`src/xaui_pkg.sv`:
```
`default_nettype none

package xaui_pkg;

  // ========================================
  // xgmii lane types
  // ========================================

  // eight 8-bit lanes, lane 0 in bits 7:0
  typedef logic [63:0] xgmii_word_t;
  // one control flag per lane
  typedef logic [7:0]  xgmii_ctrl_t;

  // received word as kept in the rx FIFO
  typedef struct packed {
    xgmii_ctrl_t ctrl;
    xgmii_word_t data;
  } rx_entry_t;

  // ========================================
  // sizes
  // ========================================

  localparam int FIFO_DEPTH  = 8;
  localparam int FIFO_PTR_W  = $clog2(FIFO_DEPTH);
  localparam int LED_STRETCH = 64;
  localparam int CNT_W       = 16;

  // idle in every lane
  localparam xgmii_word_t IDLE_WORD  = 64'h0707_0707_0707_0707;
  localparam xgmii_ctrl_t IDLE_CTRL  = 8'hff;
  // local fault ordered set, sequence in lane 0
  localparam xgmii_word_t FAULT_WORD = 64'h0000_0000_0100_009c;
  localparam xgmii_ctrl_t FAULT_CTRL = 8'h01;

  // ========================================
  // register map, byte offsets
  // ========================================

  localparam logic [7:0] REG_CTRL      = 8'h00;
  localparam logic [7:0] REG_STATUS    = 8'h04;
  localparam logic [7:0] REG_TX_LO     = 8'h08;
  localparam logic [7:0] REG_TX_HI     = 8'h0c;
  localparam logic [7:0] REG_RX_LO     = 8'h10;
  localparam logic [7:0] REG_RX_HI     = 8'h14;
  localparam logic [7:0] REG_RX_CTRL   = 8'h18;
  localparam logic [7:0] REG_TX_COUNT  = 8'h1c;
  localparam logic [7:0] REG_RX_COUNT  = 8'h20;
  localparam logic [7:0] REG_OVF_COUNT = 8'h24;

endpackage

`default_nettype wire

```
`src/xaui_apb_regs.sv`:
```
`default_nettype none

module xaui_apb_regs (
  input  wire                           mgt_clk,
  input  wire                           reset,
  input  wire                           psel_i,
  input  wire                           penable_i,
  input  wire                           pwrite_i,
  input  wire  [7:0]                    paddr_i,
  input  wire  [31:0]                   pwdata_i,
  output logic [31:0]                   prdata_o,
  output logic                          pready_o,
  output logic                          pslverr_o,
  output logic                          tx_push_o,
  output xaui_pkg::xgmii_word_t         tx_data_o,
  input  wire                           tx_empty_i,
  input  wire                           tx_full_i,
  output logic                          rx_pop_o,
  input  wire  xaui_pkg::rx_entry_t     rx_head_i,
  input  wire                           rx_empty_i,
  input  wire                           rx_full_i,
  output logic                          tx_en_o,
  output logic                          loopback_o,
  output logic                          flush_o,
  input  wire                           link_up_i,
  input  wire  [xaui_pkg::CNT_W-1:0]    tx_count_i,
  input  wire  [xaui_pkg::CNT_W-1:0]    rx_count_i,
  input  wire  [xaui_pkg::CNT_W-1:0]    ovf_count_i
);
  import xaui_pkg::*;

  logic        wr_acc;
  logic        rd_acc;
  logic        addr_hit;
  logic [31:0] tx_lo_q;

  // access phase of a transfer, never stretched
  assign wr_acc   = psel_i && penable_i && pwrite_i;
  assign rd_acc   = psel_i && penable_i && !pwrite_i;
  assign pready_o = 1'b1;

  // ========================================
  // fifo side effects
  // ========================================

  assign tx_push_o = wr_acc && (paddr_i == REG_TX_HI) && !tx_full_i;
  assign tx_data_o = {pwdata_i, tx_lo_q};
  assign rx_pop_o  = rd_acc && (paddr_i == REG_RX_HI) && !rx_empty_i;

  // soft reset strobe, lives only for the access cycle
  assign flush_o = wr_acc && (paddr_i == REG_CTRL) && pwdata_i[2];

  always_ff @(posedge mgt_clk) begin
    if (reset) begin
      tx_en_o    <= 1'b0;
      loopback_o <= 1'b0;
    end else if (wr_acc && (paddr_i == REG_CTRL)) begin
      tx_en_o    <= pwdata_i[0];
      loopback_o <= pwdata_i[1];
    end
  end

  // low half waits here for the high half write
  always_ff @(posedge mgt_clk) begin
    if (wr_acc && (paddr_i == REG_TX_LO)) begin
      tx_lo_q <= pwdata_i;
    end
  end

  // ========================================
  // read mux and error response
  // ========================================

  always_comb begin
    prdata_o = '0;
    addr_hit = 1'b1;
    case (paddr_i)
      REG_CTRL:      prdata_o = {30'd0, loopback_o, tx_en_o};
      REG_STATUS:    prdata_o = {27'd0, link_up_i, rx_full_i, rx_empty_i, tx_full_i, tx_empty_i};
      REG_TX_LO:     prdata_o = tx_lo_q;
      REG_TX_HI:     prdata_o = '0;
      REG_RX_LO:     prdata_o = rx_head_i.data[31:0];
      REG_RX_HI:     prdata_o = rx_head_i.data[63:32];
      REG_RX_CTRL:   prdata_o = {24'd0, rx_head_i.ctrl};
      REG_TX_COUNT:  prdata_o = {{(32 - CNT_W){1'b0}}, tx_count_i};
      REG_RX_COUNT:  prdata_o = {{(32 - CNT_W){1'b0}}, rx_count_i};
      REG_OVF_COUNT: prdata_o = {{(32 - CNT_W){1'b0}}, ovf_count_i};
      default:       addr_hit = 1'b0;
    endcase
  end

  // dropped push, pop on empty, or no register there
  assign pslverr_o = (psel_i && penable_i && !addr_hit) ||
                     (wr_acc && (paddr_i == REG_TX_HI) && tx_full_i) ||
                     (rd_acc && (paddr_i == REG_RX_HI) && rx_empty_i);

endmodule

`default_nettype wire

```
`src/xaui_link_monitor.sv`:
```
`default_nettype none

module xaui_link_monitor (
  input  wire                        mgt_clk,
  input  wire                        reset,
  input  wire                        tx_strb_i,
  input  wire                        rx_strb_i,
  input  wire                        ovf_strb_i,
  input  wire                        idle_seen_i,
  input  wire                        fault_seen_i,
  output logic                       link_up_o,
  output logic [xaui_pkg::CNT_W-1:0] tx_count_o,
  output logic [xaui_pkg::CNT_W-1:0] rx_count_o,
  output logic [xaui_pkg::CNT_W-1:0] ovf_count_o,
  output logic [2:0]                 leds_o
);
  import xaui_pkg::*;

  typedef logic [$clog2(LED_STRETCH + 1)-1:0] led_cnt_t;

  logic [2:0]       cnt_strb;
  logic [CNT_W-1:0] cnt_q [3];
  logic [2:0]       led_trig;
  led_cnt_t         led_cnt_q [3];

  // ========================================
  // saturating event counters
  // ========================================

  assign cnt_strb = {ovf_strb_i, rx_strb_i, tx_strb_i};

  for (genvar i = 0; i < 3; i++) begin : g_cnt
    always_ff @(posedge mgt_clk) begin
      if (reset) begin
        cnt_q[i] <= '0;
      end else if (cnt_strb[i] && (cnt_q[i] != '1)) begin
        cnt_q[i] <= cnt_q[i] + 1'b1;
      end
    end
  end

  assign tx_count_o  = cnt_q[0];
  assign rx_count_o  = cnt_q[1];
  assign ovf_count_o = cnt_q[2];

  // last idle or fault decides
  always_ff @(posedge mgt_clk) begin
    if (reset) begin
      link_up_o <= 1'b0;
    end else if (fault_seen_i) begin
      link_up_o <= 1'b0;
    end else if (idle_seen_i) begin
      link_up_o <= 1'b1;
    end
  end

  // ========================================
  // led stretch
  // ========================================

  // bit 2 rx, bit 1 tx, bit 0 link down
  assign led_trig = {rx_strb_i, tx_strb_i, fault_seen_i};

  for (genvar i = 0; i < 3; i++) begin : g_led
    // a strobe during the on-time is absorbed
    always_ff @(posedge mgt_clk) begin
      if (reset) begin
        led_cnt_q[i] <= '0;
      end else if (led_cnt_q[i] != '0) begin
        led_cnt_q[i] <= led_cnt_q[i] - 1'b1;
      end else if (led_trig[i]) begin
        led_cnt_q[i] <= led_cnt_t'(LED_STRETCH);
      end
    end
    assign leds_o[i] = (led_cnt_q[i] != '0);
  end

endmodule

`default_nettype wire

```
`src/xaui_pipe.sv`:
```
`default_nettype none

module xaui_pipe (
  input  wire                         mgt_clk,
  input  wire                         reset,
  input  wire                         psel_i,
  input  wire                         penable_i,
  input  wire                         pwrite_i,
  input  wire  [7:0]                  paddr_i,
  input  wire  [31:0]                 pwdata_i,
  output logic [31:0]                 prdata_o,
  output logic                        pready_o,
  output logic                        pslverr_o,
  input  wire  xaui_pkg::xgmii_word_t xgmii_rxd_i,
  input  wire  xaui_pkg::xgmii_ctrl_t xgmii_rxc_i,
  output xaui_pkg::xgmii_word_t       xgmii_txd_o,
  output xaui_pkg::xgmii_ctrl_t       xgmii_txc_o,
  output logic [2:0]                  leds_o
);
  import xaui_pkg::*;

  logic             tx_push;
  logic             tx_pop;
  xgmii_word_t      tx_wdata;
  xgmii_word_t      tx_head;
  logic             tx_empty;
  logic             tx_full;
  logic             rx_push;
  logic             rx_pop;
  rx_entry_t        rx_wentry;
  rx_entry_t        rx_head;
  logic             rx_empty;
  logic             rx_full;
  logic             tx_en;
  logic             loopback;
  logic             flush;
  logic             link_up;
  logic [CNT_W-1:0] tx_count;
  logic [CNT_W-1:0] rx_count;
  logic [CNT_W-1:0] ovf_count;
  logic             tx_strb;
  logic             rx_strb;
  logic             ovf_strb;
  logic             idle_seen;
  logic             fault_seen;

  // ========================================
  // host side
  // ========================================

  xaui_apb_regs regs_i (
    .mgt_clk, .reset,
    .psel_i, .penable_i, .pwrite_i, .paddr_i, .pwdata_i,
    .prdata_o, .pready_o, .pslverr_o,
    .tx_push_o(tx_push), .tx_data_o(tx_wdata),
    .tx_empty_i(tx_empty), .tx_full_i(tx_full),
    .rx_pop_o(rx_pop), .rx_head_i(rx_head),
    .rx_empty_i(rx_empty), .rx_full_i(rx_full),
    .tx_en_o(tx_en), .loopback_o(loopback), .flush_o(flush),
    .link_up_i(link_up), .tx_count_i(tx_count),
    .rx_count_i(rx_count), .ovf_count_i(ovf_count)
  );

  xaui_sync_fifo #(.payload_t(xgmii_word_t)) tx_fifo (
    .mgt_clk, .reset, .flush_i(flush),
    .push_i(tx_push), .pop_i(tx_pop), .data_i(tx_wdata),
    .data_o(tx_head), .empty_o(tx_empty), .full_o(tx_full)
  );

  xaui_sync_fifo #(.payload_t(rx_entry_t)) rx_fifo (
    .mgt_clk, .reset, .flush_i(flush),
    .push_i(rx_push), .pop_i(rx_pop), .data_i(rx_wentry),
    .data_o(rx_head), .empty_o(rx_empty), .full_o(rx_full)
  );

  // ========================================
  // line side
  // ========================================

  xaui_transfer_engine engine_i (
    .mgt_clk, .reset, .flush_i(flush),
    .tx_en_i(tx_en), .loopback_i(loopback),
    .tx_head_i(tx_head), .tx_empty_i(tx_empty), .tx_pop_o(tx_pop),
    .rx_push_o(rx_push), .rx_entry_o(rx_wentry), .rx_full_i(rx_full),
    .xgmii_rxd_i, .xgmii_rxc_i, .xgmii_txd_o, .xgmii_txc_o,
    .tx_strb_o(tx_strb), .rx_strb_o(rx_strb), .ovf_strb_o(ovf_strb),
    .idle_seen_o(idle_seen), .fault_seen_o(fault_seen)
  );

  xaui_link_monitor monitor_i (
    .mgt_clk, .reset,
    .tx_strb_i(tx_strb), .rx_strb_i(rx_strb), .ovf_strb_i(ovf_strb),
    .idle_seen_i(idle_seen), .fault_seen_i(fault_seen),
    .link_up_o(link_up), .tx_count_o(tx_count),
    .rx_count_o(rx_count), .ovf_count_o(ovf_count), .leds_o
  );

endmodule

`default_nettype wire

```
`src/xaui_sync_fifo.sv`:
```
`default_nettype none

module xaui_sync_fifo #(
  parameter type payload_t = xaui_pkg::xgmii_word_t
) (
  input  wire       mgt_clk,
  input  wire       reset,
  input  wire       flush_i,
  input  wire       push_i,
  input  wire       pop_i,
  input  wire       payload_t data_i,
  output payload_t  data_o,
  output logic      empty_o,
  output logic      full_o
);
  import xaui_pkg::*;

  payload_t              mem [FIFO_DEPTH];
  logic [FIFO_PTR_W-1:0] rd_ptr_q;
  logic [FIFO_PTR_W-1:0] wr_ptr_q;
  logic [FIFO_PTR_W:0]   count_q;
  logic                  do_push;
  logic                  do_pop;

  // wrap at the last entry, depth need not be a power of two
  function automatic logic [FIFO_PTR_W-1:0] next_ptr(input logic [FIFO_PTR_W-1:0] ptr);
    if (ptr == FIFO_PTR_W'(FIFO_DEPTH - 1)) begin
      return '0;
    end
    return ptr + 1'b1;
  endfunction

  // push on full and pop on empty are dropped
  assign do_push = push_i && !full_o;
  assign do_pop  = pop_i && !empty_o;

  assign empty_o = (count_q == '0);
  assign full_o  = (count_q == (FIFO_PTR_W + 1)'(FIFO_DEPTH));

  // first-word fall-through
  assign data_o = mem[rd_ptr_q];

  always_ff @(posedge mgt_clk) begin
    if (do_push) begin
      mem[wr_ptr_q] <= data_i;
    end
  end

  always_ff @(posedge mgt_clk) begin
    if (reset || flush_i) begin
      rd_ptr_q <= '0;
      wr_ptr_q <= '0;
      count_q  <= '0;
    end else begin
      if (do_push) begin
        wr_ptr_q <= next_ptr(wr_ptr_q);
      end
      if (do_pop) begin
        rd_ptr_q <= next_ptr(rd_ptr_q);
      end
      // occupancy holds when both happen
      if (do_push && !do_pop) begin
        count_q <= count_q + 1'b1;
      end else if (do_pop && !do_push) begin
        count_q <= count_q - 1'b1;
      end
    end
  end

endmodule

`default_nettype wire

```
`src/xaui_transfer_engine.sv`:
```
`default_nettype none

module xaui_transfer_engine (
  input  wire                        mgt_clk,
  input  wire                        reset,
  input  wire                        flush_i,
  input  wire                        tx_en_i,
  input  wire                        loopback_i,
  input  wire  xaui_pkg::xgmii_word_t tx_head_i,
  input  wire                        tx_empty_i,
  output logic                       tx_pop_o,
  output logic                       rx_push_o,
  output xaui_pkg::rx_entry_t        rx_entry_o,
  input  wire                        rx_full_i,
  input  wire  xaui_pkg::xgmii_word_t xgmii_rxd_i,
  input  wire  xaui_pkg::xgmii_ctrl_t xgmii_rxc_i,
  output xaui_pkg::xgmii_word_t      xgmii_txd_o,
  output xaui_pkg::xgmii_ctrl_t      xgmii_txc_o,
  output logic                       tx_strb_o,
  output logic                       rx_strb_o,
  output logic                       ovf_strb_o,
  output logic                       idle_seen_o,
  output logic                       fault_seen_o
);
  import xaui_pkg::*;

  xgmii_word_t rxd_q;
  xgmii_ctrl_t rxc_q;
  logic        rx_vld_q;
  logic        is_idle;
  logic        is_fault;
  logic        is_store;

  // ========================================
  // transmit
  // ========================================

  assign tx_pop_o = tx_en_i && !tx_empty_i;

  // popped word goes out one cycle later, idle fills the gaps
  always_ff @(posedge mgt_clk) begin
    if (reset || flush_i) begin
      xgmii_txd_o <= IDLE_WORD;
      xgmii_txc_o <= IDLE_CTRL;
      tx_strb_o   <= 1'b0;
    end else if (tx_pop_o) begin
      xgmii_txd_o <= tx_head_i;
      xgmii_txc_o <= '0;
      tx_strb_o   <= 1'b1;
    end else begin
      xgmii_txd_o <= IDLE_WORD;
      xgmii_txc_o <= IDLE_CTRL;
      tx_strb_o   <= 1'b0;
    end
  end

  // ========================================
  // receive
  // ========================================

  // first rx stage, loopback taps the tx register
  always_ff @(posedge mgt_clk) begin
    if (loopback_i) begin
      rxd_q <= xgmii_txd_o;
      rxc_q <= xgmii_txc_o;
    end else begin
      rxd_q <= xgmii_rxd_i;
      rxc_q <= xgmii_rxc_i;
    end
  end

  // stage contents are stale right after reset or flush
  always_ff @(posedge mgt_clk) begin
    if (reset || flush_i) begin
      rx_vld_q <= 1'b0;
    end else begin
      rx_vld_q <= 1'b1;
    end
  end

  // capture decision on the registered word
  assign is_idle  = rx_vld_q && (rxd_q == IDLE_WORD) && (rxc_q == IDLE_CTRL);
  assign is_fault = rx_vld_q && (rxd_q == FAULT_WORD) && (rxc_q == FAULT_CTRL);
  // any other control pattern is kept as well
  assign is_store = rx_vld_q && !is_idle && !is_fault;

  assign rx_entry_o.data = rxd_q;
  assign rx_entry_o.ctrl = rxc_q;
  assign rx_push_o       = is_store && !rx_full_i;

  assign rx_strb_o    = rx_push_o;
  assign ovf_strb_o   = is_store && rx_full_i;
  assign idle_seen_o  = is_idle;
  assign fault_seen_o = is_fault;

endmodule

`default_nettype wire
```
`config.mk`:
```
export PLATFORM = sky130hd
export DESIGN_NAME = xaui_pipe
export DESIGN_NICKNAME = d
export VERILOG_FILES = /design/src/xaui_pkg.sv /design/src/xaui_apb_regs.sv /design/src/xaui_link_monitor.sv /design/src/xaui_pipe.sv /design/src/xaui_sync_fifo.sv /design/src/xaui_transfer_engine.sv
export SDC_FILE = /design/constraint.sdc
export NUM_CORES = 1
export LEC_CHECK = 0
export BUFFER_PORTS_ARGS = -buffer_cell sky130_fd_sc_hd__buf_4
export CAP_MARGIN = 0
export CORE_MARGIN = 5
export CORE_UTILIZATION = 25
export CTS_CLUSTER_SIZE = 16
export DETAILED_ROUTE_END_ITERATION = 8
export MAX_ROUTING_LAYER = met4
export PLACE_DENSITY = 0.41
export SYNTH_ARGS = -nofsm -noshare
export SYNTH_HDL_FRONTEND = slang
export SYNTH_SLANG_ARGS = --single-unit
export TNS_END_PERCENT = 1
```
`constraint.sdc`:
```
create_clock -name mgt_clk -period 15.2 [get_ports mgt_clk]
set_input_delay 3.04 -clock mgt_clk [delete_from_list [all_inputs] [get_ports mgt_clk]]
set_output_delay 3.04 -clock mgt_clk [all_outputs]
set_load 0.1 [all_outputs]
```
==> results of run 1 <==
-- kinds of logic (layout without fill, tap and decap cells) --
logic type,count (synthesis),in the layout
buf+inv,151,563
fa+ha+maj,23,23
mux,481,481
xor+xnor,60,60
compound gates,122,122
other cells,1,11
simple gates,429,429
flops,1354,1354
-- flip-flops by register name, indices dropped and copies added, names as in the netlist, named ones only --
register              count
rx_fifo.mem             576
tx_fifo.mem             512
engine_i.rxd_q           64
engine_i.xgmii_txd_o     64
monitor_i.cnt_q          48
regs_i.tx_lo_q           32
monitor_i.led_cnt_q      21
engine_i.rxc_q            8
rx_fifo.count_q           4
tx_fifo.count_q           4
rx_fifo.rd_ptr_q          3
rx_fifo.wr_ptr_q          3
tx_fifo.rd_ptr_q          3
tx_fifo.wr_ptr_q          3
engine_i.rx_vld_q         1
engine_i.tx_strb_o        1
engine_i.xgmii_txc_o      1
monitor_i.link_up_o       1
regs_i.loopback_o         1
regs_i.tx_en_o            1
-- layout make-up --
type	count	area share [%]
antenna	10	0.0407
tap	2704	5.50
sequential	1354	63.5
timing repair buffer	272	3.32
clock inverter	73	1.13
inverter	25	0.155
multi-input combinational	1116	19.7
clock buffer	193	6.60
-- worst paths after layout --
kind	to	slack, ns
hold reg to reg	engine_i.rxd_q[24]	0.49
setup reg to reg	rx_fifo.count_q[3]	10.27
hold / removal	engine_i.rxd_q[24]	0.49
setup / recovery	prdata_o[1]	6.55
-- power groups by stage --
stage                     clock network [mW]  registers (mW)  logic, mW
after floorplan                            0            4.29      0.238
after global placement                     0            4.32      0.402
after detailed placement                   0            4.32      0.402
after CTS                               3.62            4.24      0.403
after global routing                    3.78            4.25      0.424
final                                   3.53            4.24      0.388
-- synthesized netlist by cell type (all sizes together) (14+ instances only) --
| cell type | number |
|---|---|
| nand3 | 29 |
| mux2 | 64 |
| a22o | 22 |
| nor3 | 25 |
| buf | 62 |
| mux4 | 272 |
| dfxtp | 165 |
| ha | 21 |
| inv | 24 |
| clkbuf | 64 |
| nor4 | 16 |
| edfxtp | 1189 |
| o21ai | 32 |
| xor2 | 31 |
| nand4 | 20 |
| mux2i | 145 |
| nand2 | 64 |
| xnor2 | 29 |
| a21oi | 37 |
| nor2 | 198 |
| or4 | 14 |
-- metrics by stage --
step | hold WS, ns | util [%] | total power, mW | std cells | instance area (µm²)
global route | 0.522 | 29.8 | 8.46 | 5744 | 61500
finish | 0.495 | 29.8 | 8.15 | 5747 | 61500
floorplan | 0.441 | - | 4.53 | 2621 | 51700
detailed placement | 0.478 | 27.5 | 4.72 | 5471 | 56700
global placement | 0.485 | 27.5 | 4.72 | 5471 | 56700
CTS | 0.492 | 29.8 | 8.27 | 5737 | 61400
-- metal layers --
metal / wire length [µm] / vias to the layer above / share of wire (%)
li1: - / 11148 / -
met1: 65600 / 13679 / 42
met2: 80500 / 574 / 51
met3: 6310 / 195 / 4.0
met4: 4000 / 0 / 2.6
met5: 0 / - / 0
==> flow_summary.ini, run 1 <==
[synth]
syn-mean-instance-area_um2 = 19.7
synth_nets = 2761
syn_inst = 2621
synth-xor-area-share_pct = 1.02
synth_edf_count = 1189
syn_area_mm2 = 0.0517
synth.area.top_cells = edfxtp_1 (69%), mux4_2 (12%), dfxtp_1 (6.4%), mux2i_1 (2.8%), nor2_1 (1.4%)
synthDistinctLibCells = 64
ys_seq_area_share_pct = 75.4
synth_compound_area_share_pct = 1.55
yosys-mux-area-fraction_pct = 16.0
synth_top_area_share_pct = 69.0
yosys.area_share.simple_pct = 4.04
synthAdderAreaFrac_pct = 0.585
synth_ff_type = edfxtp_1
yosysTopAreaCell = edfxtp_1
synth_warnings = 0
ys_ff_latch = 1354
async_reset_ff_share_pct = 0
synth_top_family_by_area = multiplexers

[cts]
numCtsBuffers = 144
clk_path_buf_depth = 3
cts_tree = yes
cts_resized = 0
root_buffer = clkbuf_16
htreeDepth = 4
clock_latency_ns = 0.78
postCtsHoldBufs = 0
clock_sink_count = 1354
cts_setup_buffers = 0
clkTransAtPathRegs_ns = 0.06

[setup_path]
crit_chain = buf_4 -> nor4_1 -> and3_1 -> a221oi_1 -> o21ai_0 -> or3_1 -> buf_4
start_kind = input port
r2r_start = engine_i.rxd_q[15]
critPathMaxStageDelay_ns = 0.77
crit_family = simple AND/OR/NAND/NOR gates
worstPathBufferInverterCount = 2
cp.required_ns = 12.16
worstPathMaxFanout = 16
arrival_ns = 5.61
setup.worst_path.start = paddr_i[3]
worst-setup-path-type = input port to primary output
cp-end-kind = primary output
cpMostUsedCell = buf_4
rr_worst_depth = 14
cp.depth = 7
cp_slowest_cell = and3_1

[drt]
wl_per_cell_um = 27.2
vias = 25596
drc = 0
viasPerCell = 4.45
final_antenna_net_count = 0
drtIter0Drc = 2019
wirelength_um = 156000
first_pass_iters = 7

[outcome]
outcome = finished, final reports clean

[placed_design]
port-buffer-count = 224
place_ws_ns = 6.56
gp_congestion = 0.810
dpl.hpwl_um = 102000

[timing]
slew_headroom_pct = 12.7
hold_viol = 0
rsz0062_at_grt = no
layout_setup_ws_ns = 6.55
min_period_ns = 8.65
final-setup-viol-count = 0
worstMarginPinSlew_ns = 1.29
max_freq_mhz = 116
finalCritPeriodShare_pct = 56.9
finalSetupTns_ns = 0
drv_slew = 0
finalClockSkew_ns = 0.0285

[grt]
grt_antenna_before_repair = 22
met1_usage_pct = 18.1
grt_max_degree = 56
grt_util_all_layers_pct = 14.7
busiest_layer = met2
grtUsageMet3_pct = 2.15
grt_pass1_vias = 26651
grt_util_met2_pct = 25.1
overflow = 0
grt_pass1_wl_um = 218000

[final_layout]
nets = 3053
layout_common_cells = edfxtp_1 (1189), mux4_2 (272), buf_4 (272)
fillers = 20179
syn_to_final_growth_pct = 18.8
layout_commonest_cell = edfxtp_1
ff_latch_area_mm2 = 0.0390
multi_input_area_mm2 = 0.0121
drive_above_1_share_pct = 28.5

[power]
p_seq_share_pct = 52.0
internal_power_mw = 6.34
pwr-share-clk_pct = 43.3
p_leak_nw = 19.1
power_density_mw_per_mm2 = 133
ir_worst_vdd_mv = 0.0770
p_sw_share_pct = 22.3
power_frac_comb_pct = 4.8
p_switching_mw = 1.82

[floorplan]
start_util_pct = 25.1
die_w_um = 465
die_area_mm2 = 0.216
io_pins = 226
core_mm2 = 0.206
die_y_um = 465
row_count = 167

[hold_path]
hold_class = register to register
hold_path_depth = 1
hold_start = engine_i.xgmii_txd_o[24]

[flow_run]
drv_cap = 0
Note: power is estimated with default switching activity, not from simulation.
==> run 2, diff against run 1 <==
==> constraint.sdc (replaced) <==
create_clock -name mgt_clk -period 8.8 [get_ports mgt_clk]
set_input_delay 1.76 -clock mgt_clk [delete_from_list [all_inputs] [get_ports mgt_clk]]
set_output_delay 1.76 -clock mgt_clk [all_outputs]
set_load 0.1 [all_outputs]
==> flow_summary.ini, run 2 (synthesized netlist as in run 1, its figures left out) <==
[grt]
busiest_layer = met2
grt_antenna_before_repair = 22
grt_max_degree = 107
grt_util_all_layers_pct = 14.5
met1_usage_pct = 17.6
grt_pass1_vias = 26625
grt_util_met2_pct = 25.1
grtUsageMet3_pct = 2.18
grt_pass1_wl_um = 215000
overflow = 0

[outcome]
outcome = finished, final reports clean

[cts]
clk_path_buf_depth = 3
cts_setup_buffers = 0
cts_resized = 0
cts_tree = yes
postCtsHoldBufs = 0
numCtsBuffers = 142
root_buffer = clkbuf_16
clkTransAtPathRegs_ns = 0.06
clock_latency_ns = 0.76
clock_sink_count = 1354
htreeDepth = 4

[floorplan]
core_mm2 = 0.206
die_w_um = 465
start_util_pct = 25.1
die_area_mm2 = 0.216
die_y_um = 465
io_pins = 226
row_count = 167

[placed_design]
dpl.hpwl_um = 103000
dp_cells = 5475
port-buffer-count = 224
place_ws_ns = 2.65
gp_congestion = 0.812

[power]
ir_worst_vdd_mv = 0.204
power_density_mw_per_mm2 = 225
p_leak_nw = 19.0
p_total_mw = 13.8

[timing]
final-setup-viol-count = 0
finalSetupTns_ns = 0
max_freq_mhz = 164
finalCritPeriodShare_pct = 69.4
worstMarginPinSlew_ns = 1.24
layout_setup_ws_ns = 2.69
hold_viol = 0
finalClockSkew_ns = 0.0197
min_period_ns = 6.11
drv_slew = 0
rsz0062_at_grt = no
slew_headroom_pct = 16.8

[drt]
viasPerCell = 4.43
drtIter0Drc = 1877
wirelength_um = 154000
wl_per_cell_um = 26.8
final_antenna_net_count = 0
vias = 25464
drc = 0
first_pass_iters = 5

[final_layout]
stdcell_count = 5742
drive_above_1_share_pct = 28.0
syn_to_final_growth_pct = 18.4
layout_common_cells = edfxtp_1 (1189), mux4_2 (272), buf_4 (272)
reg_top3 = rx_fifo.mem: 576 flops, tx_fifo.mem: 512 flops
fillers = 20229
nets = 3055
utilization_pct = 29.7
largest_reg_flops = 576
layout_commonest_cell = edfxtp_1
largest_register = rx_fifo.mem

[hold_path]
hold_class = register to register

[setup_path]
cp-end-kind = primary output
start_kind = input port
arrival_ns = 4.35
cp.required_ns = 7.04
worst-setup-path-type = input port to primary output
worstPathMaxFanout = 16
r2r_slack_ns = 3.83

[flow_run]
drv_cap = 0
run 2: cell count changes in the layout (fill, tap and decap cells not counted), moves of 4 or more:
cell | previous run | this run
bufinv_16 | 10 | 3
clkinv_1 | 24 | 14
buf_12 | 0 | 4
clkinv_2 | 28 | 17
clkbuf_1 | 30 | 51
run 2: worst paths after layout:
kind | start | to | depth (start not counted)
worst max-delay path | paddr_i[3] | prdata_o[0] | 7
worst min-delay path | engine_i.xgmii_txd_o[43] | engine_i.rxd_q[43] | 1
worst max register to register | engine_i.rxd_q[15] | rx_fifo.count_q[3] | 14
worst min register to register | engine_i.xgmii_txd_o[43] | engine_i.rxd_q[43] | 1
run 2: cell type report:
type                       instances  area, µm²  area share (%)
clock inverter                    46        350           0.572
timing repair buffer             276       2120            3.46
multi-input combinational       1116      12100            19.8
sequential                      1354      39000            63.7
inverter                          25       95.1           0.155
clock buffer                     212       4100            6.69
antenna                            9       22.5          0.0368
tap                             2704       3380            5.52
run 2: metal layers:
metal | up-vias | wire, µm
li1 | 11157 | -
met1 | 13623 | 64400
met2 | 502 | 80100
met3 | 182 | 5790
met4 | 0 | 3690
met5 | - | 0
run 2: where the power goes:
part	switching, mW	leakage (nW)	total (mW)	internal, mW
combinational	0.439	4.61	0.671	0.231
sequential	0.148	12.2	7.32	7.17
clock	2.46	2.17	5.77	3.31
total	3.05	19.0	13.8	10.7
run 2: critical path, stage by stage:
cell	delay [ns]
buf_4	0.16
nor4_1	0.57
and3_1	0.72
a221oi_1	0.15
o21ai_0	0.42
or3_1	0.21
buf_4	0.32
run 2: per-stage QoR:
step | hold WS [ns] | cell area [µm²]
floorplan | 0.441 | 51700
global route | 0.506 | 61200
global placement | 0.485 | 56800
CTS | 0.495 | 61200
detailed placement | 0.480 | 56800
finish | 0.502 | 61200
==> run 3, diff against run 2 <==
--- a/config.mk
+++ b/config.mk
@@ -5,6 +5,7 @@
 export SDC_FILE = /design/constraint.sdc
 export NUM_CORES = 1
 export LEC_CHECK = 0
+export ABC_AREA = 1
 export BUFFER_PORTS_ARGS = -buffer_cell sky130_fd_sc_hd__buf_4
 export CAP_MARGIN = 0
 export CORE_MARGIN = 5
@@ -12,7 +13,7 @@
 export CTS_CLUSTER_SIZE = 16
 export DETAILED_ROUTE_END_ITERATION = 8
 export MAX_ROUTING_LAYER = met4
-export PLACE_DENSITY = 0.41
+export PLACE_DENSITY = 0.42
 export SYNTH_ARGS = -nofsm -noshare
 export SYNTH_HDL_FRONTEND = slang
 export SYNTH_SLANG_ARGS = --single-unit
==> constraint.sdc (replaced) <==
create_clock -name mgt_clk -period 5.1 [get_ports mgt_clk]
set_input_delay 1.02 -clock mgt_clk [delete_from_list [all_inputs] [get_ports mgt_clk]]
set_output_delay 1.02 -clock mgt_clk [all_outputs]
set_load 0.1 [all_outputs]
==> flow_summary.ini, run 3 <==
[timing]
final-setup-viol-count = 0
finalCritPeriodShare_pct = 89.6
slew_headroom_pct = 33.2
worstMarginPinSlew_ns = 1.00
finalSetupTns_ns = 0
drv_slew = 0
hold-worst-slack_ns = 0.472
rsz0062_at_grt = no
finalClockSkew_ns = 0.0281
layout_setup_ws_ns = 0.533
hold_viol = 0
min_period_ns = 4.57
max_freq_mhz = 219

[synth]
syn_area_mm2 = 0.0529
synth_edf_count = 1189
ys_ff_latch = 1354
ys_seq_area_share_pct = 73.7
synthDistinctLibCells = 50
synth.area.top_cells = edfxtp_1 (67%), dfxtp_1 (6.2%), nor2_1 (5.0%), o21ai_0 (4.5%), nand2_1 (2.2%)
synth_nets = 4170
yosys.area_share.simple_pct = 9.41
yosysMostFrequentCell = edfxtp_1
synth_warnings = 0
yosys-mux-area-fraction_pct = 3.01
synth-xor-area-share_pct = 0.530
synth_top_area_share_pct = 67.5
synth_ff_type = edfxtp_1
syn_inst = 4030
synth_top_family_by_area = compound AO/OA/AOI/OAI gates
syn-mean-instance-area_um2 = 13.1
synth_compound_area_share_pct = 9.80
yosysTopAreaCell = edfxtp_1
async_reset_ff_share_pct = 0
synthAdderAreaFrac_pct = 0.572
synth_common_cells = edfxtp_1 (1189), nor2_1 (701), o21ai_0 (472)

[placed_design]
gp_congestion = 0.857
dp_cells = 6910
postPlaceCellArea_mm2 = 0.0583
place_ws_ns = 0.725
port-buffer-count = 224
dpl.hpwl_um = 111000

[setup_path]
crit_chain = buf_4 -> o21ai_0 -> o211ai_1 -> o211ai_1 -> nand4_1 -> buf_4
rr_worst_depth = 11
r2r_start = engine_i.rxd_q[19]
worstPathMaxFanout = 61
worst-setup-path-type = register to primary output
cp_slowest_cell = buf_4
r2r_slack_ns = 1.31
reg2reg_to = rx_fifo.mem[1][0]
worstPathBufferInverterCount = 2
crit_family = buffers and inverters
start_kind = register
cp.required_ns = 4.08
critPathMaxStageDelay_ns = 0.66
cp-end-kind = primary output
arrival_ns = 3.55

[hold_path]
hold_class = input port to register
hold_start = xgmii_rxd_i[27]
hold_path_depth = 2
hold_end = engine_i.rxd_q[27]

[final_layout]
stdcell_count = 7188
nets = 4395
syn_to_final_growth_pct = 19.1
drive_above_1_share_pct = 14.8
layout_commonest_cell = edfxtp_1
layout_common_cells = edfxtp_1 (1189), nor2_1 (691), o21ai_0 (472)
largest_register = rx_fifo.mem
reg_top3 = rx_fifo.mem: 576 flops, tx_fifo.mem: 512 flops
fillers = 21250
fin_area_mm2 = 0.0630
largest_reg_flops = 576

[flow_run]
drv_cap = 0

[drt]
final_antenna_net_count = 0
drtIter0Drc = 2694
drc = 0
viasPerCell = 4.60
first_pass_iters = 5
wirelength_um = 173000
vias = 33075
wl_per_cell_um = 24.1

[cts]
numCtsBuffers = 148
postCtsHoldBufs = 0
clk_path_buf_depth = 3
cts_setup_buffers = 0
root_buffer = clkbuf_16
clkTransAtPathRegs_ns = 0.06
cts_resized = 0
clock_latency_ns = 0.79
clock_sink_count = 1354
cts_tree = yes
htreeDepth = 4

[grt]
grt_max_degree = 100
overflow = 0
grt_antenna_before_repair = 23
grt_pass1_wl_um = 246000
grt_util_all_layers_pct = 15.7
grt_pass1_vias = 32348

[power]
p_sw_share_pct = 22.4
p_switching_mw = 5.41
power_density_mw_per_mm2 = 384
p_seq_share_pct = 52.1
internal_power_mw = 18.8
p_leak_nw = 20.8
power_frac_comb_pct = 4.7
ir_worst_vdd_mv = 0.240
pwr-share-clk_pct = 43.2

[floorplan]
die_y_um = 470
row_count = 168
die_area_mm2 = 0.221
io_pins = 226
die_w_um = 470
core_mm2 = 0.210
start_util_pct = 25.2

[outcome]
outcome = finished, final reports clean
-- run 3: metal layers --
metal	routed length, µm	track usage [%]
met5	0	-
met4	4360	4.13
met3	7410	2.63
met2	85500	25.9
met1	76100	20.0
-- run 3: cell type report --
| class | count | area [µm²] | share of cell area, % |
|---|---|---|---|
| Clock inverter | 72 | 696 | 1.10 |
| Tap cell | 2805 | 3510 | 5.57 |
| Clock buffer | 195 | 3970 | 6.31 |
| Sequential cell | 1354 | 39000 | 61.9 |
| Inverter | 134 | 520 | 0.826 |
| Antenna cell | 11 | 27.5 | 0.0437 |
| Multi-Input combinational cell | 2304 | 12500 | 19.8 |
| Timing Repair Buffer | 313 | 2790 | 4.42 |
-- run 3: stage by stage --
stage | utilization [%] | total power, mW
after floorplan | - | 13.4
after global placement | 27.7 | 14.0
after detailed placement | 27.7 | 14.0
after CTS | 30.0 | 24.5
after global routing | 30.0 | 25.1
final | 30.0 | 24.2
-- run 3: worst reg2reg max path, cell delays in order, from the launching register on --
cell     delay (ns)
dfxtp_1        0.54
inv_1          0.19
nand2_1        0.24
nor2_1         0.08
nand2_1        0.15
nor2_1         0.06
nand3_1        0.27
nand3_1        0.19
nor2_4         0.29
nand2_1        0.32
nor2_4         0.60
buf_4          0.49
-- run 3: cells by family (layout without fill, tap and decap cells) --
family	Yosys count	after routing
DFF	1354	1354
and+or+nand+nor	1217	1217
AOI/OAI and AO/OA	880	880
buffers and inverters	372	714
muxes	151	151
xor gates and xnor gates	32	32
adders and majority gates	23	23
other	1	12
-- run 3: worst max path at each step --
| stage | end | slack [ns] | cells after the start |
|---|---|---|---|
| 2_1_floorplan | tx_fifo.mem[3][0] | -1.80 | 7 |
| 4_1_cts | prdata_o[2] | 0.49 | 8 |
| 5_1_grt | prdata_o[2] | 0.31 | 6 |
| 6_report | prdata_o[2] | 0.53 | 6 |
| 3_5_place_dp | prdata_o[3] | 0.73 | 8 |
| 3_3_place_gp | prdata_o[3] | 0.75 | 8 |
-- run 3: power by group through the flow --
stage,clock network [mW],logic [mW],registers [mW]
floorplan,0,0.681,12.8
global placement,0,1.15,12.8
detailed placement,0,1.15,12.8
CTS,10.8,1.15,12.6
global route,11.2,1.24,12.6
finish,10.5,1.13,12.6
